### src/rtl/count_pkg.sv
/*
 * Count definitions for the frame tagging path.
 * Sets the width of the per-word down-count and how it splits into bytes
 * for the pipelined counter. Also holds the counter phase type.
 */

package count_pkg;

    // Width of the count, cnt_limit and the count ports
    localparam int COUNT_WIDTH = 16;

    // Counter is built from two bytes of this width
    localparam int NIB_WIDTH = 8;

    // Startup forces a reload on the first accepted word
    typedef enum logic {
        PH_STARTUP,
        PH_RUN
    } count_phase_t;

endpackage

### src/rtl/fifo_pkg.sv
/*
 * Default sizing of the tagged-word FIFO.
 * The top level uses these as its parameter defaults and passes them down.
 */

package fifo_pkg;

    // Eight entries
    localparam int FIFO_ADDR_WIDTH_DEF = 3;

    // Occupancy at or above this raises almost_full.
    // Keeps room for the two words in the tagger delay stages
    localparam int ALMOST_FULL_DEF = 5;

endpackage

### src/rtl/tag_wr_if.sv
/*
 * Write side link from the count tagger into the tag FIFO.
 * A word is written on every cycle valid is high. There is no ready.
 * The tagger stops taking input on almost_full instead.
 */

`timescale 1ns/1ns

interface tag_wr_if import count_pkg::*; #(
    parameter int DATA_WIDTH = 32
);

    logic                   valid;
    logic [DATA_WIDTH-1:0]  data;
    logic [COUNT_WIDTH-1:0] count;
    logic                   final_cnt;      // Count of this word is zero
    logic                   almost_full;    // Back from the FIFO

    modport tagger (
        output valid, data, count, final_cnt,
        input  almost_full
    );

    modport fifo (
        input  valid, data, count, final_cnt,
        output almost_full
    );

endinterface

### src/rtl/count_tagger.sv
/*
 * Tags each accepted word with a repeating down-count from cnt_limit to 0.
 * The counter is split into a low and a high byte. The high byte takes the
 * low byte's borrow one cycle later and the data is delayed two stages to
 * meet its count. A word accepted at edge N is written out at edge N+2.
 */

`timescale 1ns/1ns

module count_tagger import count_pkg::*; #(
    parameter int DATA_WIDTH = 32
) (
    input  logic                   clk,
    input  logic                   sync_reset,

    input  logic                   s_tvalid,
    input  logic [DATA_WIDTH-1:0]  s_tdata,
    output logic                   s_tready,

    input  logic [COUNT_WIDTH-1:0] cnt_limit,

    tag_wr_if.tagger               wr
);

    logic                   take;
    count_phase_t           phase;

    // Low byte plus its borrow in the top bit
    logic [NIB_WIDTH:0]     cnt_lo;
    logic [NIB_WIDTH-1:0]   cnt_hi;
    logic [NIB_WIDTH-1:0]   borrow;

    logic [NIB_WIDTH-1:0]   lim_lo;
    logic [NIB_WIDTH-1:0]   lim_hi;

    logic                   hi_zero;
    logic                   frame_end;
    logic                   reload;
    logic                   reload_d0;      // Last accepted word reloaded

    logic                   take_d0;
    logic                   take_d1;
    logic [NIB_WIDTH-1:0]   lo_d0;
    logic [DATA_WIDTH-1:0]  data_d0;
    logic [DATA_WIDTH-1:0]  data_d1;
    logic [COUNT_WIDTH-1:0] count_s;

    assign s_tready = ~wr.almost_full;
    assign take     = s_tvalid & s_tready & ~sync_reset;

    assign lim_lo = cnt_limit[NIB_WIDTH-1:0];
    assign lim_hi = cnt_limit[COUNT_WIDTH-1 -: NIB_WIDTH];

    assign borrow = {{(NIB_WIDTH-1){1'b0}}, cnt_lo[NIB_WIDTH]};

    // High byte of the last accepted word.
    // A reload still pending in the high byte shows up as lim_hi.
    // A pending borrow can be ignored here since it leaves the low byte at all ones
    assign hi_zero = reload_d0 ? (lim_hi == '0) : (cnt_hi == '0);

    assign frame_end = (cnt_lo[NIB_WIDTH-1:0] == '0) & hi_zero;
    assign reload    = (phase == PH_STARTUP) | frame_end;

    // Control state and the split counter
    always_ff @(posedge clk) begin
        if (sync_reset) begin
            phase     <= PH_STARTUP;
            cnt_lo    <= {1'b0, lim_lo};
            cnt_hi    <= lim_hi;
            reload_d0 <= 1'b0;
            take_d0   <= 1'b0;
            take_d1   <= 1'b0;
        end else begin
            take_d0   <= take;
            take_d1   <= take_d0;
            reload_d0 <= take & reload;

            if (take) begin
                phase <= PH_RUN;
                if (reload) begin
                    cnt_lo <= {1'b0, lim_lo};
                end else begin
                    cnt_lo <= {1'b0, cnt_lo[NIB_WIDTH-1:0]} - 1'b1;    // Top bit catches the borrow
                end
            end

            // High byte follows one cycle behind the low byte
            if (reload_d0) begin
                cnt_hi <= lim_hi;
            end else if (take_d0) begin
                cnt_hi <= cnt_hi - borrow;
            end
        end
    end

    // Payload delay, free running
    always_ff @(posedge clk) begin
        data_d0 <= s_tdata;
        data_d1 <= data_d0;
        lo_d0   <= cnt_lo[NIB_WIDTH-1:0];   // Low byte of the word in stage one
    end

    // Delayed low byte meets the freshly updated high byte
    assign count_s = {cnt_hi, lo_d0};

    assign wr.valid     = take_d1;
    assign wr.data      = data_d1;
    assign wr.count     = count_s;
    assign wr.final_cnt = (count_s == '0);

endmodule

### src/rtl/tag_fifo.sv
/*
 * Synchronous FIFO for tagged words with first-word fall-through output.
 * Each entry holds the data, its count and the final flag.
 * almost_full is raised from the occupancy and throttles the tagger input.
 */

`timescale 1ns/1ns

module tag_fifo import count_pkg::*, fifo_pkg::*; #(
    parameter int DATA_WIDTH         = 32,
    parameter int FIFO_ADDR_WIDTH    = FIFO_ADDR_WIDTH_DEF,
    parameter int ALMOST_FULL_THRESH = ALMOST_FULL_DEF
) (
    input  logic                   clk,
    input  logic                   sync_reset,

    tag_wr_if.fifo                 wr,

    output logic                   m_tvalid,
    output logic [DATA_WIDTH-1:0]  m_tdata,
    output logic [COUNT_WIDTH-1:0] m_count,
    output logic                   m_final_cnt,
    input  logic                   m_tready
);

    localparam int DEPTH       = 1 << FIFO_ADDR_WIDTH;
    localparam int ENTRY_WIDTH = DATA_WIDTH + COUNT_WIDTH + 1;

    localparam logic [FIFO_ADDR_WIDTH:0] AF_LEVEL =
        (FIFO_ADDR_WIDTH+1)'(ALMOST_FULL_THRESH);

    logic [ENTRY_WIDTH-1:0]     mem [DEPTH];
    logic [FIFO_ADDR_WIDTH-1:0] wr_ptr;
    logic [FIFO_ADDR_WIDTH-1:0] rd_ptr;
    logic [FIFO_ADDR_WIDTH:0]   occupancy;     // One bit wider to hold a full count

    logic                       wr_en;
    logic                       rd_en;
    logic [ENTRY_WIDTH-1:0]     rd_entry;

    assign wr_en = wr.valid;                // Room is guaranteed by the threshold
    assign rd_en = m_tvalid & m_tready;

    // Storage
    always_ff @(posedge clk) begin
        if (wr_en) begin
            mem[wr_ptr] <= {wr.final_cnt, wr.count, wr.data};
        end
    end

    // Pointers wrap on their own at the power of two depth
    always_ff @(posedge clk) begin
        if (sync_reset) begin
            wr_ptr    <= '0;
            rd_ptr    <= '0;
            occupancy <= '0;
        end else begin
            if (wr_en) begin
                wr_ptr <= wr_ptr + 1'b1;
            end
            if (rd_en) begin
                rd_ptr <= rd_ptr + 1'b1;
            end

            case ({wr_en, rd_en})
                2'b10:   occupancy <= occupancy + 1'b1;
                2'b01:   occupancy <= occupancy - 1'b1;
                default: occupancy <= occupancy;    // Idle or write with read
            endcase
        end
    end

    assign wr.almost_full = (occupancy >= AF_LEVEL);

    // Head entry is shown as soon as it lands
    assign rd_entry = mem[rd_ptr];
    assign m_tvalid = (occupancy != '0);

    assign m_tdata     = rd_entry[DATA_WIDTH-1:0];
    assign m_count     = rd_entry[DATA_WIDTH +: COUNT_WIDTH];
    assign m_final_cnt = rd_entry[ENTRY_WIDTH-1];

endmodule

### src/rtl/cycle_count_align.sv
/*
 * Top level of the count alignment block.
 * Input words are tagged with a repeating down-count from cnt_limit and
 * the word with count 0 is flagged final. cnt_limit may only change while
 * sync_reset is high. Both streams use a plain valid/ready handshake.
 */

`timescale 1ns/1ns

module cycle_count_align import count_pkg::*, fifo_pkg::*; #(
    parameter int DATA_WIDTH         = 32,
    parameter int FIFO_ADDR_WIDTH    = FIFO_ADDR_WIDTH_DEF,
    parameter int ALMOST_FULL_THRESH = ALMOST_FULL_DEF
) (
    input  logic                   clk,
    input  logic                   sync_reset,

    input  logic                   s_tvalid,
    input  logic [DATA_WIDTH-1:0]  s_tdata,
    output logic                   s_tready,

    input  logic [COUNT_WIDTH-1:0] cnt_limit,

    output logic                   m_tvalid,
    output logic [DATA_WIDTH-1:0]  m_tdata,
    output logic [COUNT_WIDTH-1:0] m_count,
    output logic                   m_final_cnt,
    input  logic                   m_tready
);

    // Tagged words from the tagger into the FIFO
    tag_wr_if #(
        .DATA_WIDTH (DATA_WIDTH)
    ) tag_wr ();

    count_tagger #(
        .DATA_WIDTH (DATA_WIDTH)
    ) u_tagger (
        .clk        (clk),
        .sync_reset (sync_reset),
        .s_tvalid   (s_tvalid),
        .s_tdata    (s_tdata),
        .s_tready   (s_tready),
        .cnt_limit  (cnt_limit),
        .wr         (tag_wr.tagger)
    );

    tag_fifo #(
        .DATA_WIDTH         (DATA_WIDTH),
        .FIFO_ADDR_WIDTH    (FIFO_ADDR_WIDTH),
        .ALMOST_FULL_THRESH (ALMOST_FULL_THRESH)
    ) u_fifo (
        .clk         (clk),
        .sync_reset  (sync_reset),
        .wr          (tag_wr.fifo),
        .m_tvalid    (m_tvalid),
        .m_tdata     (m_tdata),
        .m_count     (m_count),
        .m_final_cnt (m_final_cnt),
        .m_tready    (m_tready)
    );

endmodule

### config.mk
export PLATFORM = sky130hd
export DESIGN_NAME = cycle_count_align
export DESIGN_NICKNAME = d
export VERILOG_FILES = /design/src/rtl/count_pkg.sv /design/src/rtl/fifo_pkg.sv /design/src/rtl/tag_wr_if.sv /design/src/rtl/count_tagger.sv /design/src/rtl/tag_fifo.sv /design/src/rtl/cycle_count_align.sv
export SDC_FILE = /design/constraint.sdc
export NUM_CORES = 1
export LEC_CHECK = 0
export BUFFER_PORTS_ARGS = -buffer_cell sky130_fd_sc_hd__clkbuf_2
export CORE_UTILIZATION = 60
export DETAILED_ROUTE_END_ITERATION = 16
export PLACE_DENSITY_LB_ADDON = 0.05
export SYNTH_ARGS = -nofsm -noshare
export SYNTH_HDL_FRONTEND = slang
export SYNTH_SLANG_ARGS = --single-unit
### constraint.sdc
create_clock -name clk -period 6.4 [get_ports clk]
set_input_delay 0.64 -clock clk [delete_from_list [all_inputs] [get_ports clk]]
set_output_delay 0.64 -clock clk [all_outputs]
set_load 0.01 [all_outputs]
==> impl_metrics.ini, run 1 <==
[synthesis]
synth_edf_count = 408
synth_area_um2 = 17900
synth_common_cells = edfxtp_1 (408), mux4_2 (98), dfxtp_1 (90)
seq_area_frac_synth_pct = 78.4
yosys_register_bits = 498
yosys_warnings = 0
synth_cell_type_count = 36
ys_async_sr_fraction_pct = 0
synth_area_leaders = edfxtp_1 (68%), mux4_2 (12%), dfxtp_1 (10%)
syn-num-nets = 896
synth_ff_type = edfxtp_1
synth.largest_area_cell = edfxtp_1
yosysMostFrequentCell = edfxtp_1
yosys.area.top_type_share_pct = 68.3
avgSynthCellArea_um2 = 21.5
synthCells = 835

[sta]
hold_viol_final = 0
grt_setup_unrepaired = false
worst_pin_slew_ns = 1.22
max_freq_ghz = 0.252
setup_tns_ns = 0
fin_skew_ns = 0.0102
fin_crit_ns = 3.97
max_slew_margin_pct = 18.1
finalSetupViolCount = 0
drv_slew = 0
finalCritPeriodShare_pct = 62.0

[status]
status = complete, no violations

[routing]
vias_per_cell = 5.87
dr.pass1.iters = 4
ant_nets = 0
num_vias = 8137
drc_errors = 0
wl_per_cell_um = 23.3
drtIter0Drc = 535
wl_mm = 32.3

[job]
max_cap_viol_count = 0

[finish]
antenna_cells = 0
drive_gt1_share_pct = 34.1
area_delta_synth_final_pct = 14.1
num-nets-final = 1027
stdcell_area_um2 = 20500

[floorplanning]
initial_core_util_pct = 61.7
core_um2 = 29100
dieWidth_um = 175
die_area_um2 = 30600
pin_count = 103
rows = 62
die_h_um = 175

[critical_path]
r2r_slack_ns = 3.59
r2r_start = u_tagger.wr.valid
cp_max_fo = 48
worstPathRequired_ns = 5.76
crit_type = reg -> out
critPathArrivalTime_ns = 3.33
ff2ff_path_depth = 3
cp-endpoint = m_tdata[19]
start_kind = register
rr_endpoint = u_fifo.mem[0][27]
cp-end-kind = output port

[clock_network]
cts_tree = done
postCtsSetupRepairBufs = 0
cts.clk_slew.worst_paths_ns = 0.06
cts_buffer_depth = 3
ctsResizeCount = 0
cts_buffers = 48
cts_hold_buf = 0
clock-sinks = 498
htreeDepth = 2
cts_root_buffer = clkbuf_16
insertion_delay_ns = 0.54

[global_routing]
grt_max_degree = 61
grt_overflow = 0
grt_pass1_wl_mm = 50.2
first_global_vias = 8717
antenna_found_initial = 0
grt.total_usage_pct = 22.2

[place]
io_buffers = 102
dpl_cell_area_um2 = 18900
place_hpwl_mm = 17.5
gp_congestion = 0.777

[hold_path]
hp-class = in -> reg

[pwr]
power_mw = 7.43
p_per_area_nw_per_um2 = 363
ir_worst_vdd_v = 0.000224
power.leakage_nw = 6.75
flip-flops by register name, indices dropped and copies added, names as in the netlist, named ones only:
| name | count |
|---|---|
| u_tagger.lo_d0 | 8 |
| u_fifo.wr_ptr | 3 |
| u_tagger.phase | 1 |
| u_tagger.reload_d0 | 1 |
| u_tagger.wr.data | 32 |
| u_tagger.cnt_lo | 9 |
| u_tagger.data_d0 | 32 |
| u_fifo.mem | 392 |
| u_tagger.wr.valid | 1 |
| u_tagger.take_d0 | 1 |
| u_fifo.occupancy | 4 |
| u_fifo.rd_ptr | 3 |
| u_tagger.cnt_hi | 8 |
cells by family after synthesis:
family	Yosys count	synth area share, %
xor gates and xnor gates	18	0.879
muxes	157	16.0
adders and majority gates	9	0.628
buffers and inverters	42	0.956
AOI/OAI and AO/OA	26	0.816
DFF	498	78.4
and+or+nand+nor	85	2.37
per-layer routing:
metal,up-vias,track usage [%],share of wire (%)
li1,3645,-,-
met3,58,3.33,4.3
met1,4226,30.4,43
met4,0,6.23,2.2
met5,-,0,0
met2,208,37.6,51
placed cells by master (no fill, tap or decap), types with 4 or more instances in the layout:
cell type  synthesis  final
edfxtp_1         408    408
mux4_2            98     98
nor4_1             8      8
clkbuf_16          0     49
inv_1              9      9
clkbuf_2           0    102
buf_4              0     12
nor2_1            23     17
nand2b_1           5      5
o21ai_0           12     12
xor2_1            13     13
ha_1               9      9
nand2_1           22     22
nor2_4             0      6
mux2_2            56     56
xnor2_1            5      5
dfxtp_1           90     87
a21oi_1            6      6
or4_1              4      4
clkinv_1           0      7
clkbuf_1          21     19
bufinv_16          0      4
nand3_1            8      8
power breakdown:
group	leakage (nW)	total (mW)	internal (mW)	switching (mW)
Sequential	4.47	3.82	3.63	0.190
Combinational	1.55	0.922	0.539	0.384
Clock	0.731	2.69	1.60	1.09
Total	6.75	7.43	5.77	1.66
worst min-delay path by stage:
stage                    startpoint  slack, ns  cells past startpoint              endpoint
6_report                s_tdata[31]       0.20                      1  u_tagger.data_d0[31]
4_1_cts                 s_tdata[28]       0.18                      1  u_tagger.data_d0[28]
2_1_floorplan   u_tagger.data_d0[0]       0.31                      0   u_tagger.wr.data[0]
5_1_grt                 s_tdata[28]       0.18                      1  u_tagger.data_d0[28]
3_3_place_gp    u_tagger.data_d0[4]       0.31                      0   u_tagger.wr.data[4]
3_5_place_dp   u_tagger.data_d0[15]       0.31                      0  u_tagger.wr.data[15]
final cells by class:
class | instances | area (um^2)
inverters | 9 | 33.8
repair buffers | 114 | 601
fillers | 1751 | 8630
clock buffers | 71 | 1340
multi-input cells | 295 | 3760
clock inverters | 16 | 178
flip-flops and latches | 498 | 14100
well taps | 384 | 480
worst max-delay path, cell delays in order (launching register included):
cell and delay (ns):
dfxtp_4 0.98, buf_4 0.74, mux4_2 0.59, mux2_2 0.29, clkbuf_2 0.13
through the flow:
step	setup slack, ns	cells	util [%]	hold WS, ns
floorplan	2.00	835	-	0.310
global placement	2.93	1300	65.1	0.310
detailed placement	2.89	1300	65.1	0.312
CTS	2.33	1387	70.3	0.177
global route	2.13	1387	70.3	0.179
finish	2.43	1387	70.3	0.198
(Power assumes the default switching activity.)
==> run 2: changes to the inputs <==
CORE_UTILIZATION = 54   (was 60)
clock period = 3.4 ns   (was 6.4 ns; I/O delays follow)
==> run 2 against run 1 <==
Clock-buffer cell count decreased by 1. Final cell count is 7.6% higher. Final area is 3.0% higher. Clock power increased by 89%. Flip-flop and latch count stayed put. Wire length increased by 2.4%. Critical endpoint is now m_count[11]. Largest cell class unchanged.
==> impl_metrics.ini, run 2 (synthesized netlist as in run 1, its figures left out) <==
[sta]
worst_pin_slew_ns = 0.708
fin_crit_ns = 2.95
fin_skew_ns = 0.0189
drv_slew = 0
setup_tns_ns = 0
grt_setup_unrepaired = false
hold_viol_final = 0
max_slew_margin_pct = 52.8
finalCritPeriodShare_pct = 86.9
hold_ws_ns = 0.103
finalSetupViolCount = 0
max_freq_ghz = 0.339
fin_ws_ns = 0.446

[critical_path]
rr_endpoint = u_fifo.occupancy[2]
path_delay_family = multiplexers
cpPeakStageDelay_ns = 0.73
cp-end-kind = output port
r2r_slack_ns = 0.82
worstPathRequired_ns = 3.06
crit_type = reg -> out
cp.buffers_inverters = 2
crit_cells = 4
cp_max_fo = 27
ff2ff_path_depth = 10
r2r_start = u_fifo.occupancy[0]
cp-endpoint = m_count[11]
start_kind = register
slowest_stage = dfxtp_4
crit_chain = buf_12 > mux4_2 > mux2_2 > clkbuf_2
critPathArrivalTime_ns = 2.61

[routing]
ant_nets = 0
drtIter0Drc = 423
drc_errors = 0
wl_per_cell_um = 22.2
vias_per_cell = 5.53
dr.pass1.iters = 5
wl_mm = 33.1
num_vias = 8247

[finish]
multi_input_area_um2 = 3780
num-fill-cells = 2186
final_cell_mix = edfxtp_1 (408), clkbuf_2 (102), mux4_2 (98)
top_register = u_fifo.mem
final_common_cell = edfxtp_1
drive_gt1_share_pct = 34.2
stdcell_area_um2 = 21100
final_cells = 1492
largest_register_ffs = 392
fin_util_pct = 64.6
ff_latch_area_um2 = 14100
num-nets-final = 1071
antenna_cells = 0
area_delta_synth_final_pct = 17.4

[clock_network]
htreeDepth = 2
insertion_delay_ns = 0.55
cts_buffers = 50
cts_hold_buf = 32
cts_buffer_depth = 3
cts_root_buffer = clkbuf_16
ctsResizeCount = 0
cts_tree = done
clock-sinks = 498
postCtsSetupRepairBufs = 0
cts.clk_slew.worst_paths_ns = 0.06

[floorplanning]
rows = 66
dieWidth_um = 184
initial_core_util_pct = 55.0
pin_count = 103
core_um2 = 32600
die_area_um2 = 33900
die_h_um = 184

[place]
io_buffers = 102
place_hpwl_mm = 17.9
dp_cells = 1368
dp_slack_ns = 0.864
dpl_cell_area_um2 = 19200
gp_congestion = 0.769

[global_routing]
antenna_found_initial = 0
grt_pass1_wl_mm = 50.9
grt_max_degree = 50
grt.total_usage_pct = 20.3
first_global_vias = 8854
grt_overflow = 0

[status]
status = complete, no violations

[pwr]
power_mw = 14.1
ir_worst_vdd_v = 0.000360
power.leakage_nw = 6.98
p_per_area_nw_per_um2 = 670

[job]
max_cap_viol_count = 0

[hold_path]
hp-class = in -> reg
[run 2: routing by layer]
metal	GRT usage (%)	part of all wire [%]	routed length, um	up-vias
met1	26.5	42	13900	4278
li1	-	-	-	3737
met3	3.22	4.1	1350	47
met5	0	0	0	-
met2	35.7	52	17200	185
met4	5.30	1.8	590	0
[run 2: worst min-delay path by stage]
stage,from,endpoint,slack (ns),depth (start not counted)
2_1_floorplan,u_tagger.data_d0[0],u_tagger.wr.data[0],0.31,0
3_3_place_gp,u_tagger.data_d0[22],u_tagger.wr.data[22],0.31,0
3_5_place_dp,u_tagger.data_d0[21],u_tagger.wr.data[21],0.31,0
4_1_cts,cnt_limit[7],u_tagger.cnt_lo[7],0.08,2
5_1_grt,cnt_limit[7],u_tagger.cnt_lo[7],0.10,2
6_report,cnt_limit[7],u_tagger.cnt_lo[7],0.10,2
[run 2: worst reg2reg max path, delay by kind of cell (launching register included)]
| kind | cells | cell delay [ns] |
|---|---|---|
| AND/OR/NAND/NOR | 3 | 1.05 |
| adder cells (fa/ha/maj) | 2 | 0.44 |
| flip-flops | 1 | 0.36 |
| AO/OA/AOI/OAI | 2 | 0.30 |
| XOR/XNOR | 2 | 0.27 |
| buffers and inverters | 1 | 0.07 |
[run 2: power by group]
part	leakage [nW]	total [mW]	internal (mW)	switching, mW
Clock	0.755	5.08	2.95	2.13
Sequential	4.47	7.13	6.83	0.308
Combinational	1.75	1.90	1.10	0.796
[run 2: cell type report]
class / instances / share of cell area [%]
Multi-Input combinational cell: 295 / 17.9
Clock buffer: 70 / 6.49
Sequential cell: 498 / 66.8
Tap cell: 442 / 2.63
Timing Repair Buffer: 156 / 5.26
Clock inverter: 22 / 0.766
Inverter: 9 / 0.160
